--- src/hps_io_defines.svh ---
`ifndef HPS_IO_DEFINES_SVH
`define HPS_IO_DEFINES_SVH

// entries in the keyboard/mouse event queue
`define HPS_KMS_DEPTH 8

// io_wait length after each host word
`define HPS_WAIT_CYCLES 8

// min clocks between kbd_mouse_strobe pulses
`define HPS_KMS_GAP 4

// unchanged frames before a new resolution is reported
`define HPS_STABLE_FRAMES 15

`endif

--- src/hps_io_pkg.sv ---
package hps_io_pkg;

	// host opcodes, first word of every command
	typedef enum logic [7:0] {
		CMD_NONE       = 8'h00,
		CMD_BUTTONS    = 8'h01,
		CMD_JOY0       = 8'h02,
		CMD_JOY1       = 8'h03,
		CMD_MOUSE      = 8'h04,
		CMD_KBD        = 8'h05,
		CMD_OSD_KBD    = 8'h06,
		CMD_JOY2       = 8'h10,
		CMD_JOY3       = 8'h11,
		CMD_RTC        = 8'h22,
		CMD_VIDEO_INFO = 8'h23,
		CMD_UART_FLAGS = 8'h28,
		CMD_IDENT      = 8'h2B,
		CMD_SCREEN_SET = 8'h2D
	} hps_cmd_e;

	typedef enum logic [1:0] {
		KMS_MOUSE_X = 2'd0,
		KMS_MOUSE_Y = 2'd1,
		KMS_KEY     = 2'd2,
		KMS_OSD_KEY = 2'd3
	} kms_type_e;

	typedef enum logic [1:0] {
		PS_IDLE,    // io_ena low
		PS_OPCODE,  // waiting for the opcode word
		PS_PAYLOAD,
		PS_HOLD     // word index saturated, rest ignored
	} parse_state_e;

endpackage

--- src/kms_event_if.sv ---
`timescale 1ns/10ps

// one keyboard/mouse event, moves when valid and ready are both high
interface kms_event_if;
	logic                  valid;
	logic                  ready;
	hps_io_pkg::kms_type_e kind;
	logic [7:0]            data;

	modport producer (
		output valid,
		output kind,
		output data,
		input  ready
	);

	modport consumer (
		input  valid,
		input  kind,
		input  data,
		output ready
	);
endinterface

--- src/hps_cmd_parser.sv ---
`timescale 1ns/10ps
`include "hps_io_defines.svh"

module hps_cmd_parser (
	input  logic        clk_100,
	input  logic        rst_n,
	input  logic        io_ena,
	input  logic        io_strobe,
	input  logic [15:0] io_din,
	input  logic [7:0]  vid_nres,
	input  logic [31:0] vid_hcnt,
	input  logic [31:0] vid_vcnt,
	input  logic [31:0] vid_htime,
	input  logic [31:0] vid_vtime,
	output logic [15:0] io_dout,
	output logic        io_wait,
	output logic [15:0] joy0,
	output logic [15:0] joy1,
	output logic [15:0] joy2,
	output logic [15:0] joy3,
	output logic [1:0]  buttons,
	output logic [3:0]  conf,
	output logic [2:0]  mouse_buttons,
	output logic [63:0] rtc,
	output logic [11:0] shbl_l,
	output logic [11:0] shbl_r,
	output logic [11:0] svbl_t,
	output logic [11:0] svbl_b,
	output logic        sset,
	kms_event_if.producer ev
);
	localparam int WAIT_CYCLES = `HPS_WAIT_CYCLES;
	localparam int WW          = $clog2(WAIT_CYCLES + 1);

	hps_io_pkg::parse_state_e state;
	hps_io_pkg::hps_cmd_e     cmd;
	hps_io_pkg::hps_cmd_e     opcode;
	hps_io_pkg::kms_type_e    push_kind;
	hps_io_pkg::kms_type_e    ev_kind;
	logic [3:0]               widx;  // 1 = first payload word
	logic [WW-1:0]            wait_cnt;
	logic                     word_in;
	logic                     pay_word;
	logic                     ev_push;
	logic                     ev_valid;
	logic [7:0]               ev_data;

	assign opcode   = hps_io_pkg::hps_cmd_e'(io_din[7:0]);
	assign word_in  = io_ena && io_strobe;
	assign pay_word = word_in && (state == hps_io_pkg::PS_PAYLOAD);

	assign ev.valid = ev_valid;
	assign ev.kind  = ev_kind;
	assign ev.data  = ev_data;

	function automatic logic [15:0] read_word(input hps_io_pkg::hps_cmd_e op,
	                                          input logic [3:0] idx);
		logic [15:0] w;
		w = 16'h0000;
		case (op)
			hps_io_pkg::CMD_IDENT:      w = 16'h0001;
			hps_io_pkg::CMD_UART_FLAGS: w = 16'h1F1F;
			hps_io_pkg::CMD_VIDEO_INFO: begin
				case (idx)
					4'd1: w = {8'h00, vid_nres};
					4'd2: w = vid_hcnt[15:0];
					4'd3: w = vid_hcnt[31:16];
					4'd4: w = vid_vcnt[15:0];
					4'd5: w = vid_vcnt[31:16];
					4'd6: w = vid_htime[15:0];
					4'd7: w = vid_htime[31:16];
					4'd8: w = vid_vtime[15:0];
					4'd9: w = vid_vtime[31:16];
					default: w = 16'h0000;
				endcase
			end
			default: w = 16'h0000;
		endcase
		return w;
	endfunction

	// mouse gives X on word 1 and Y on word 2
	always_comb begin
		ev_push   = 1'b0;
		push_kind = hps_io_pkg::KMS_KEY;
		if (pay_word) begin
			case (cmd)
				hps_io_pkg::CMD_MOUSE: begin
					ev_push   = (widx == 4'd1) || (widx == 4'd2);
					push_kind = (widx == 4'd1) ? hps_io_pkg::KMS_MOUSE_X : hps_io_pkg::KMS_MOUSE_Y;
				end
				hps_io_pkg::CMD_KBD:     ev_push = (widx == 4'd1);
				hps_io_pkg::CMD_OSD_KBD: begin
					ev_push   = (widx == 4'd1);
					push_kind = hps_io_pkg::KMS_OSD_KEY;
				end
				default: ev_push = 1'b0;
			endcase
		end
	end

	always_ff @(posedge clk_100) begin
		if (ev_push) begin
			ev_kind <= push_kind;
			ev_data <= io_din[7:0];
		end
	end

	always_ff @(posedge clk_100) begin
		if (!rst_n) begin
			state         <= hps_io_pkg::PS_IDLE;
			cmd           <= hps_io_pkg::CMD_NONE;
			widx          <= '0;
			wait_cnt      <= '0;
			io_wait       <= 1'b0;
			io_dout       <= '0;
			sset          <= 1'b0;
			ev_valid      <= 1'b0;
			joy0          <= '0;
			joy1          <= '0;
			joy2          <= '0;
			joy3          <= '0;
			buttons       <= '0;
			conf          <= '0;
			mouse_buttons <= '0;
			rtc           <= '0;
			shbl_l        <= '0;
			shbl_r        <= '0;
			svbl_t        <= '0;
			svbl_b        <= '0;
		end else begin
			sset <= 1'b0;
			if (ev_valid && ev.ready)
				ev_valid <= 1'b0;
			if (wait_cnt != '0)
				wait_cnt <= wait_cnt - 1'b1;
			else if (!ev_valid || ev.ready)
				io_wait <= 1'b0;  // window over, nothing pending

			if (!io_ena) begin
				if (cmd == hps_io_pkg::CMD_SCREEN_SET)
					sset <= 1'b1;
				if (!ev_valid || ev.ready)
					io_wait <= 1'b0;
				state    <= hps_io_pkg::PS_IDLE;
				cmd      <= hps_io_pkg::CMD_NONE;
				widx     <= '0;
				wait_cnt <= '0;
			end else if (word_in) begin
				wait_cnt <= WW'(WAIT_CYCLES - 1);
				io_wait  <= 1'b1;
				case (state)
					hps_io_pkg::PS_IDLE, hps_io_pkg::PS_OPCODE: begin
						cmd     <= opcode;
						widx    <= 4'd1;
						state   <= hps_io_pkg::PS_PAYLOAD;
						io_dout <= read_word(opcode, 4'd0);
					end
					hps_io_pkg::PS_PAYLOAD: begin
						io_dout <= read_word(cmd, widx);
						if (widx == 4'hF)
							state <= hps_io_pkg::PS_HOLD;
						else
							widx <= widx + 4'd1;
						case (cmd)
							hps_io_pkg::CMD_BUTTONS: if (widx == 4'd1) begin
								buttons <= io_din[1:0];
								conf    <= io_din[7:4];
							end
							hps_io_pkg::CMD_JOY0:  if (widx == 4'd1) joy0 <= io_din;
							hps_io_pkg::CMD_JOY1:  if (widx == 4'd1) joy1 <= io_din;
							hps_io_pkg::CMD_JOY2:  if (widx == 4'd1) joy2 <= io_din;
							hps_io_pkg::CMD_JOY3:  if (widx == 4'd1) joy3 <= io_din;
							hps_io_pkg::CMD_MOUSE: if (widx == 4'd3) mouse_buttons <= io_din[2:0];
							hps_io_pkg::CMD_RTC: begin
								case (widx)  // low word first
									4'd1: rtc[15:0]  <= io_din;
									4'd2: rtc[31:16] <= io_din;
									4'd3: rtc[47:32] <= io_din;
									4'd4: rtc[63:48] <= io_din;
									default: ;
								endcase
							end
							hps_io_pkg::CMD_SCREEN_SET: begin
								case (widx)
									4'd1: shbl_l <= io_din[11:0];
									4'd2: shbl_r <= io_din[11:0];
									4'd3: svbl_t <= io_din[11:0];
									4'd4: svbl_b <= io_din[11:0];
									default: ;
								endcase
							end
							default: ;
						endcase
					end
					default: io_dout <= '0;
				endcase
			end else if (state == hps_io_pkg::PS_IDLE) begin
				state <= hps_io_pkg::PS_OPCODE;
			end

			if (ev_push)
				ev_valid <= 1'b1;
		end
	end

	// host must be held off while the hold register is busy
	a_hold_no_overwrite: assert property (@(posedge clk_100) disable iff (!rst_n)
		ev_push |-> (!ev_valid || ev.ready));

	a_wait_while_pending: assert property (@(posedge clk_100) disable iff (!rst_n)
		ev_valid |-> io_wait);

endmodule

--- src/hps_io_sys.sv ---
`timescale 1ns/10ps

module hps_io_sys (
	input  logic        clk_100,
	input  logic        rst_n,

	input  logic        IO_ENA,
	input  logic        IO_STROBE,
	input  logic [15:0] IO_DIN,
	output logic [15:0] IO_DOUT,
	output logic        IO_WAIT,

	output logic [15:0] JOY0,
	output logic [15:0] JOY1,
	output logic [15:0] JOY2,
	output logic [15:0] JOY3,

	output logic [2:0]  MOUSE_BUTTONS,
	output logic        KBD_MOUSE_STROBE,
	output logic        KMS_LEVEL,
	output logic [1:0]  KBD_MOUSE_TYPE,
	output logic [7:0]  KBD_MOUSE_DATA,

	output logic [1:0]  BUTTONS,
	output logic [3:0]  CONF,

	input  logic        ce_pix,
	input  logic        de,
	input  logic        hs,
	input  logic        vs,
	input  logic        f1,

	output logic [11:0] shbl_l,
	output logic [11:0] shbl_r,
	output logic [11:0] svbl_t,
	output logic [11:0] svbl_b,
	output logic        sset,

	output logic [63:0] RTC
);
	logic [7:0]  vid_nres;
	logic [31:0] vid_hcnt;
	logic [31:0] vid_vcnt;
	logic [31:0] vid_htime;
	logic [31:0] vid_vtime;

	kms_event_if ev_in ();   // parser to queue
	kms_event_if ev_out ();  // queue to output

	hps_cmd_parser i_parser (
		.clk_100       (clk_100),
		.rst_n         (rst_n),
		.io_ena        (IO_ENA),
		.io_strobe     (IO_STROBE),
		.io_din        (IO_DIN),
		.vid_nres      (vid_nres),
		.vid_hcnt      (vid_hcnt),
		.vid_vcnt      (vid_vcnt),
		.vid_htime     (vid_htime),
		.vid_vtime     (vid_vtime),
		.io_dout       (IO_DOUT),
		.io_wait       (IO_WAIT),
		.joy0          (JOY0),
		.joy1          (JOY1),
		.joy2          (JOY2),
		.joy3          (JOY3),
		.buttons       (BUTTONS),
		.conf          (CONF),
		.mouse_buttons (MOUSE_BUTTONS),
		.rtc           (RTC),
		.shbl_l        (shbl_l),
		.shbl_r        (shbl_r),
		.svbl_t        (svbl_t),
		.svbl_b        (svbl_b),
		.sset          (sset),
		.ev            (ev_in)
	);

	kms_event_fifo i_fifo (
		.clk_100 (clk_100),
		.rst_n   (rst_n),
		.wr      (ev_in),
		.rd      (ev_out)
	);

	kms_output i_kms (
		.clk_100          (clk_100),
		.rst_n            (rst_n),
		.ev               (ev_out),
		.kbd_mouse_strobe (KBD_MOUSE_STROBE),
		.kms_level        (KMS_LEVEL),
		.kbd_mouse_type   (KBD_MOUSE_TYPE),
		.kbd_mouse_data   (KBD_MOUSE_DATA)
	);

	video_meter i_meter (
		.clk_100   (clk_100),
		.rst_n     (rst_n),
		.ce_pix    (ce_pix),
		.de        (de),
		.hs        (hs),
		.vs        (vs),
		.f1        (f1),
		.vid_nres  (vid_nres),
		.vid_hcnt  (vid_hcnt),
		.vid_vcnt  (vid_vcnt),
		.vid_htime (vid_htime),
		.vid_vtime (vid_vtime)
	);

endmodule

--- src/kms_event_fifo.sv ---
`timescale 1ns/10ps
`include "hps_io_defines.svh"

module kms_event_fifo (
	input logic clk_100,
	input logic rst_n,
	kms_event_if.consumer wr,
	kms_event_if.producer rd
);
	localparam int DEPTH = `HPS_KMS_DEPTH;
	localparam int AW    = $clog2(DEPTH);
	localparam int CW    = $clog2(DEPTH + 1);

	logic [9:0]    mem [DEPTH];  // {kind, data}
	logic [AW-1:0] wr_ptr;
	logic [AW-1:0] rd_ptr;
	logic [CW-1:0] count;
	logic          push;
	logic          pop;

	assign wr.ready = (count != CW'(DEPTH));
	assign rd.valid = (count != '0);
	assign rd.kind  = hps_io_pkg::kms_type_e'(mem[rd_ptr][9:8]);
	assign rd.data  = mem[rd_ptr][7:0];

	assign push = wr.valid && wr.ready;
	assign pop  = rd.valid && rd.ready;

	always_ff @(posedge clk_100) begin
		if (push)
			mem[wr_ptr] <= {wr.kind, wr.data};
	end

	always_ff @(posedge clk_100) begin
		if (!rst_n) begin
			wr_ptr <= '0;
			rd_ptr <= '0;
			count  <= '0;
		end else begin
			if (push)
				wr_ptr <= (wr_ptr == AW'(DEPTH - 1)) ? '0 : wr_ptr + 1'b1;
			if (pop)
				rd_ptr <= (rd_ptr == AW'(DEPTH - 1)) ? '0 : rd_ptr + 1'b1;
			case ({push, pop})
				2'b10:   count <= count + 1'b1;
				2'b01:   count <= count - 1'b1;
				default: count <= count;
			endcase
		end
	end

	a_count_bound: assert property (@(posedge clk_100) disable iff (!rst_n)
		count <= CW'(DEPTH));

	// equal pointers mean empty unless the count says full
	a_no_pop_empty: assert property (@(posedge clk_100) disable iff (!rst_n)
		pop |-> ((wr_ptr != rd_ptr) || (count == CW'(DEPTH))));

endmodule

--- src/kms_output.sv ---
`timescale 1ns/10ps
`include "hps_io_defines.svh"

module kms_output (
	input  logic       clk_100,
	input  logic       rst_n,
	kms_event_if.consumer ev,
	output logic       kbd_mouse_strobe,
	output logic       kms_level,
	output logic [1:0] kbd_mouse_type,
	output logic [7:0] kbd_mouse_data
);
	localparam int GAP = `HPS_KMS_GAP;
	localparam int GW  = $clog2(GAP + 1);

	logic [GW-1:0] gap_cnt;
	logic          pop;

	assign ev.ready = (gap_cnt == '0);  // blocked during the gap
	assign pop      = ev.valid && ev.ready;

	always_ff @(posedge clk_100) begin
		if (!rst_n) begin
			gap_cnt          <= '0;
			kbd_mouse_strobe <= 1'b0;
			kms_level        <= 1'b0;
			kbd_mouse_type   <= '0;
			kbd_mouse_data   <= '0;
		end else begin
			kbd_mouse_strobe <= pop;
			if (pop) begin
				gap_cnt        <= GW'(GAP - 1);
				kms_level      <= ~kms_level;
				kbd_mouse_type <= ev.kind;
				kbd_mouse_data <= ev.data;
			end else if (gap_cnt != '0) begin
				gap_cnt <= gap_cnt - 1'b1;
			end
		end
	end

endmodule

--- src/video_meter.sv ---
`timescale 1ns/10ps
`include "hps_io_defines.svh"

module video_meter (
	input  logic        clk_100,
	input  logic        rst_n,
	input  logic        ce_pix,
	input  logic        de,
	input  logic        hs,
	input  logic        vs,
	input  logic        f1,
	output logic [7:0]  vid_nres,
	output logic [31:0] vid_hcnt,
	output logic [31:0] vid_vcnt,
	output logic [31:0] vid_htime,
	output logic [31:0] vid_vtime
);
	localparam int STABLE = `HPS_STABLE_FRAMES;
	localparam int SW     = $clog2(STABLE + 1);

	logic          old_vs;  // sampled with ce_pix
	logic          old_de;
	logic          calch;   // inside first active line
	logic [31:0]   hcnt;
	logic [31:0]   vcnt;
	logic [SW-1:0] resto;
	logic          frame_end;
	logic          hs_d;
	logic          vs_d;
	logic [31:0]   htime;
	logic [31:0]   vtime;
	logic [31:0]   line_per;
	logic [31:0]   frame_per;

	assign frame_end = ce_pix && old_vs && !vs;

	always_ff @(posedge clk_100) begin
		if (!rst_n) begin
			old_vs    <= 1'b0;
			old_de    <= 1'b0;
			calch     <= 1'b0;
			hcnt      <= '0;
			vcnt      <= '0;
			resto     <= '0;
			vid_nres  <= '0;
			vid_hcnt  <= '0;
			vid_vcnt  <= '0;
			vid_htime <= '0;
			vid_vtime <= '0;
		end else if (ce_pix) begin
			old_vs <= vs;
			old_de <= de;
			if (!old_de && de)
				vcnt <= vcnt + 32'd1;
			if (calch && de)
				hcnt <= hcnt + 32'd1;
			if (old_de && !de)
				calch <= 1'b0;

			if (frame_end) begin
				if (!f1 && hcnt != '0 && vcnt != '0) begin
					if (hcnt != vid_hcnt || vcnt != vid_vcnt) begin
						resto <= SW'(1);  // size changed, restart
					end else if (resto == SW'(STABLE)) begin
						vid_nres <= vid_nres + 8'd1;
						resto    <= '0;
					end else if (resto != '0) begin
						resto <= resto + 1'b1;
					end
					vid_hcnt  <= hcnt;
					vid_vcnt  <= vcnt;
					vid_htime <= line_per;
					vid_vtime <= frame_per;
				end
				hcnt  <= '0;
				vcnt  <= '0;
				calch <= 1'b1;
			end
		end
	end

	// periods in clk_100 cycles, rise to rise
	always_ff @(posedge clk_100) begin
		if (!rst_n) begin
			hs_d      <= 1'b0;
			vs_d      <= 1'b0;
			htime     <= '0;
			vtime     <= '0;
			line_per  <= '0;
			frame_per <= '0;
		end else begin
			hs_d  <= hs;
			vs_d  <= vs;
			htime <= htime + 32'd1;
			vtime <= vtime + 32'd1;
			if (hs && !hs_d) begin
				line_per <= htime;
				htime    <= 32'd1;
			end
			if (vs && !vs_d) begin
				frame_per <= vtime;
				vtime     <= 32'd1;
			end
		end
	end

endmodule
--- config.mk ---
export PLATFORM = sky130hd
export DESIGN_NAME = hps_io_sys
export DESIGN_NICKNAME = d
export VERILOG_FILES = /design/src/hps_io_pkg.sv /design/src/kms_event_if.sv /design/src/hps_cmd_parser.sv /design/src/hps_io_sys.sv /design/src/kms_event_fifo.sv /design/src/kms_output.sv /design/src/video_meter.sv
export VERILOG_INCLUDE_DIRS = /design/src
export SDC_FILE = /design/constraint.sdc
export NUM_CORES = 1
export LEC_CHECK = 0
export BUFFER_PORTS_ARGS = -buffer_cell sky130_fd_sc_hd__buf_2
export CORE_MARGIN = 2
export CORE_UTILIZATION = 40
export CTS_BUF_LIST = sky130_fd_sc_hd__clkbuf_8
export DETAILED_ROUTE_END_ITERATION = 10
export MAX_ROUTING_LAYER = met4
export SYNTH_ARGS = -nofsm -noshare
export SYNTH_HDL_FRONTEND = slang
export SYNTH_SLANG_ARGS = --single-unit
--- constraint.sdc ---
create_clock -name clk_100 -period 5.6 [get_ports clk_100]
set_input_delay 1.12 -clock clk_100 [delete_from_list [all_inputs] [get_ports clk_100]]
set_output_delay 1.12 -clock clk_100 [all_outputs]
set_load 0.02 [all_outputs]
==> impl_results.md <==
- CTS buffer count: 111
- Vias in the first global route: 19982
- Finished Layout Cells: 4152
- Mapped Nets: 3074
- Top cell type's share of synthesized area: 42.8%
- Gr busiest metal: met2
- Final setup vio count: 0
- Initial antenna violation count: 5
- Most frequent cells after synthesis: nand2_1 (694), dfxtp_1 (584), a21oi_1 (364), nor2_1 (254), clkbuf_1 (164)
- Final WL: 78000 microns
- GPL Wtd Cong: 0.869
- Max-slew violations: 0
- Crit path kind: reg2reg
- CTS root buf: clkbuf_8
- DIE AREA: 70400 sq um
- FMAX: 0.300 GHz
- Final Cycle Share: 59.5%
- I/O Pins: 240
- Met2 global-route usage: 33.1%
- Area contributors post-synth: dfxtp_1 (43%), edfxtp_1 (9.9%), nand2_1 (9.5%)
- Netlist cell types: 67
- Avg Cell Area, Syn: 9.03 sq um
- Starting Density: 40.5%
- Max_cap viols: 0
- Inst Count DP: 3945
- Post-CTS resize count: 0
- Drt wl/cell: 18.8 microns
- Port bufs: 239
- CTS clk-pin slew, worst paths: 60 ps
- Minimum clock period: 3330 ps
- Fin Setup TNS: 0 ps
- Die W: 265 microns
- Drt pass-1 iters: 5
- Worst skew pair latency: 740 ps
- Crit Path Max Fanout: 18
- Peak VDD IR: 0.000197 V
- NumNets Final: 3235
- Crit end category: flip-flop
- Sink Count: 674
- Min-delay worst type: reg2reg
- Die Span Y: 265 microns
- Post-Syn Instances: 3024
- GRT Util Overall: 22.3%
- Hold slack: 442 ps
- Yosys warns: 0
- WP data required: 6230 ps
- Top cell type by total area after synthesis: dfxtp_1
- Area delta synth->final: 15.0%
- Flop and latch count out of synthesis: 674
- Placeable Area: 67400 sq um
- Crit path DAT: 3960 ps
- Via-to-Cell Ratio: 5.27
- GR Overflow Total: 0
- Status: completed
- Skew final: 29.3 ps
- Post-Synthesis Cell Area: 27300 sq um
- Post-route ant nets: 0
- Most used DFF post-synth: dfxtp_1
- GR Util met3: 3.43%
- Via count: 21890
- CTS tree: built
- Post-CTS setup buffer count: 0
- LEAKAGE: 0.0111 uW
- # fillers: 6430
- RSZ-0062 raised after global routing: no
- Worst-Margin Slew: 1200 ps
- Pwr per Cell Area: 313 nW/um^2
- DRT iter0 DRCs: 1897
- Layout cells sized above 1: 14.8%
- GRT met1 Usage: 30.6%
- Cts hold-fix bufs: 0
- DP HPWL: 52400 microns
- First-pass GRT wire length: 119000 microns
- EDFF count, synth: 90
- Largest net degree at the start of global routing: 176
- CTS Buffer Depth: 3
- Async set-reset flop share out of synthesis: 0%
- Seq/Total Area, Yosys: 52.7%
- Final hold violation count: 0
- Row count: 95
- Tot Pwr: 9840 uW
- Leading cell type by number of instances after synthesis: nand2_1
- Startpoint Class: flip-flop
- H-tree depth: 3
- Normalized max-slew margin: 20.0%
- Residual DRC count: 0
## flip-flops by register name, summed over array words and instances (netlist names), 12 cells and up
signal             cells
i_parser.joy1         16
i_fifo.mem            80
i_meter.frame_per     32
i_meter.vtime         32
i_meter.vid_vcnt      32
i_parser.joy3         16
i_meter.vid_hcnt      32
i_parser.svbl_b       12
i_meter.vid_vtime     32
i_meter.vid_htime     32
i_parser.shbl_l       12
i_parser.io_dout      16
i_parser.svbl_t       12
i_meter.line_per      32
i_meter.vcnt          32
i_parser.rtc          64
i_parser.joy0         16
i_parser.joy2         16
i_parser.shbl_r       12
i_meter.htime         32
i_meter.hcnt          32
## per-layer routing
metal	part of all wire, %	vias to the layer above
li1	-	10694
met1	46	10447
met2	45	605
met3	6.0	144
met4	3.3	0
met5	0	-
## stage by stage
stage	setup slack [ps]	util (%)	area (sq um)
6_report	2270	46.6	31400
5_1_grt	2130	46.6	31400
4_1_cts	2410	46.6	31400
3_5_place_dp	2190	43.0	29000
3_3_place_gp	2220	43.0	29000
2_1_floorplan	2800	-	27300
## final cells by class
class	count	area, sq um	area share (%)
Sequential cell	674	14400	45.8
Inverter	31	124	0.394
Clock buffer	138	1900	6.05
Antenna cell	3	7.51	0.0239
Multi-Input combinational cell	2103	11900	38.0
Clock inverter	66	536	1.71
Tap cell	873	1090	3.48
Timing Repair Buffer	264	1420	4.53
## power breakdown
group / switching [uW] / total, uW / internal (uW)
clock: 2060 / 4630 / 2580
sequential: 20.7 / 4930 / 4910
combinational: 211 / 274 / 62.8
## placed cells by master (no fill, tap or decap), types with 18 or more instances in the layout
master,instances
mux2i_1,94
buf_2,239
clkbuf_8,138
edfxtp_1,90
nand4_1,50
nor2_1,252
o21ai_0,43
dfxtp_1,584
nor4_1,25
xor2_1,66
a21oi_1,364
clkinv_2,18
a22oi_1,27
a211oi_1,22
ha_1,24
mux4_2,20
or3_1,25
and3_1,28
nor3_1,32
nand3_1,58
xnor2_1,109
nand2_1,693
inv_1,62
buf_4,22
## worst max-delay path, stage by stage, from the launching register on
cell	delay, ps
dfxtp_1	550
xnor2_1	200
nand4_1	180
nor4_1	620
nand4_1	780
or4_1	750
a31oi_1	170
## path summary, 6_finish.rpt
path	endpoint	slack, ps	depth (start not counted)	start
hold / removal	i_meter.vid_htime[11]	440	2	i_meter.line_per[11]
hold reg to reg	i_meter.vid_htime[11]	440	2	i_meter.line_per[11]
setup / recovery	i_meter.resto[2]	2270	6	i_meter.vcnt[20]
setup reg to reg	i_meter.resto[2]	2270	6	i_meter.vcnt[20]
## cell families (layout without fill, tap and decap cells)
family                     Yosys count  after routing  share of synthesized area, %
buffers and inverters              247            499                          3.77
xor gates and xnor gates           175            175                          5.61
DFF                                674            674                          52.7
and+or+nand+nor                   1263           1263                          20.7
adders and majority gates           25             25                          1.17
other                                0              3                             0
muxes                              114            114                          5.09
AOI/OAI and AO/OA                  526            526                          11.0
No activity file was read; power rests on OpenSTA's default activity.
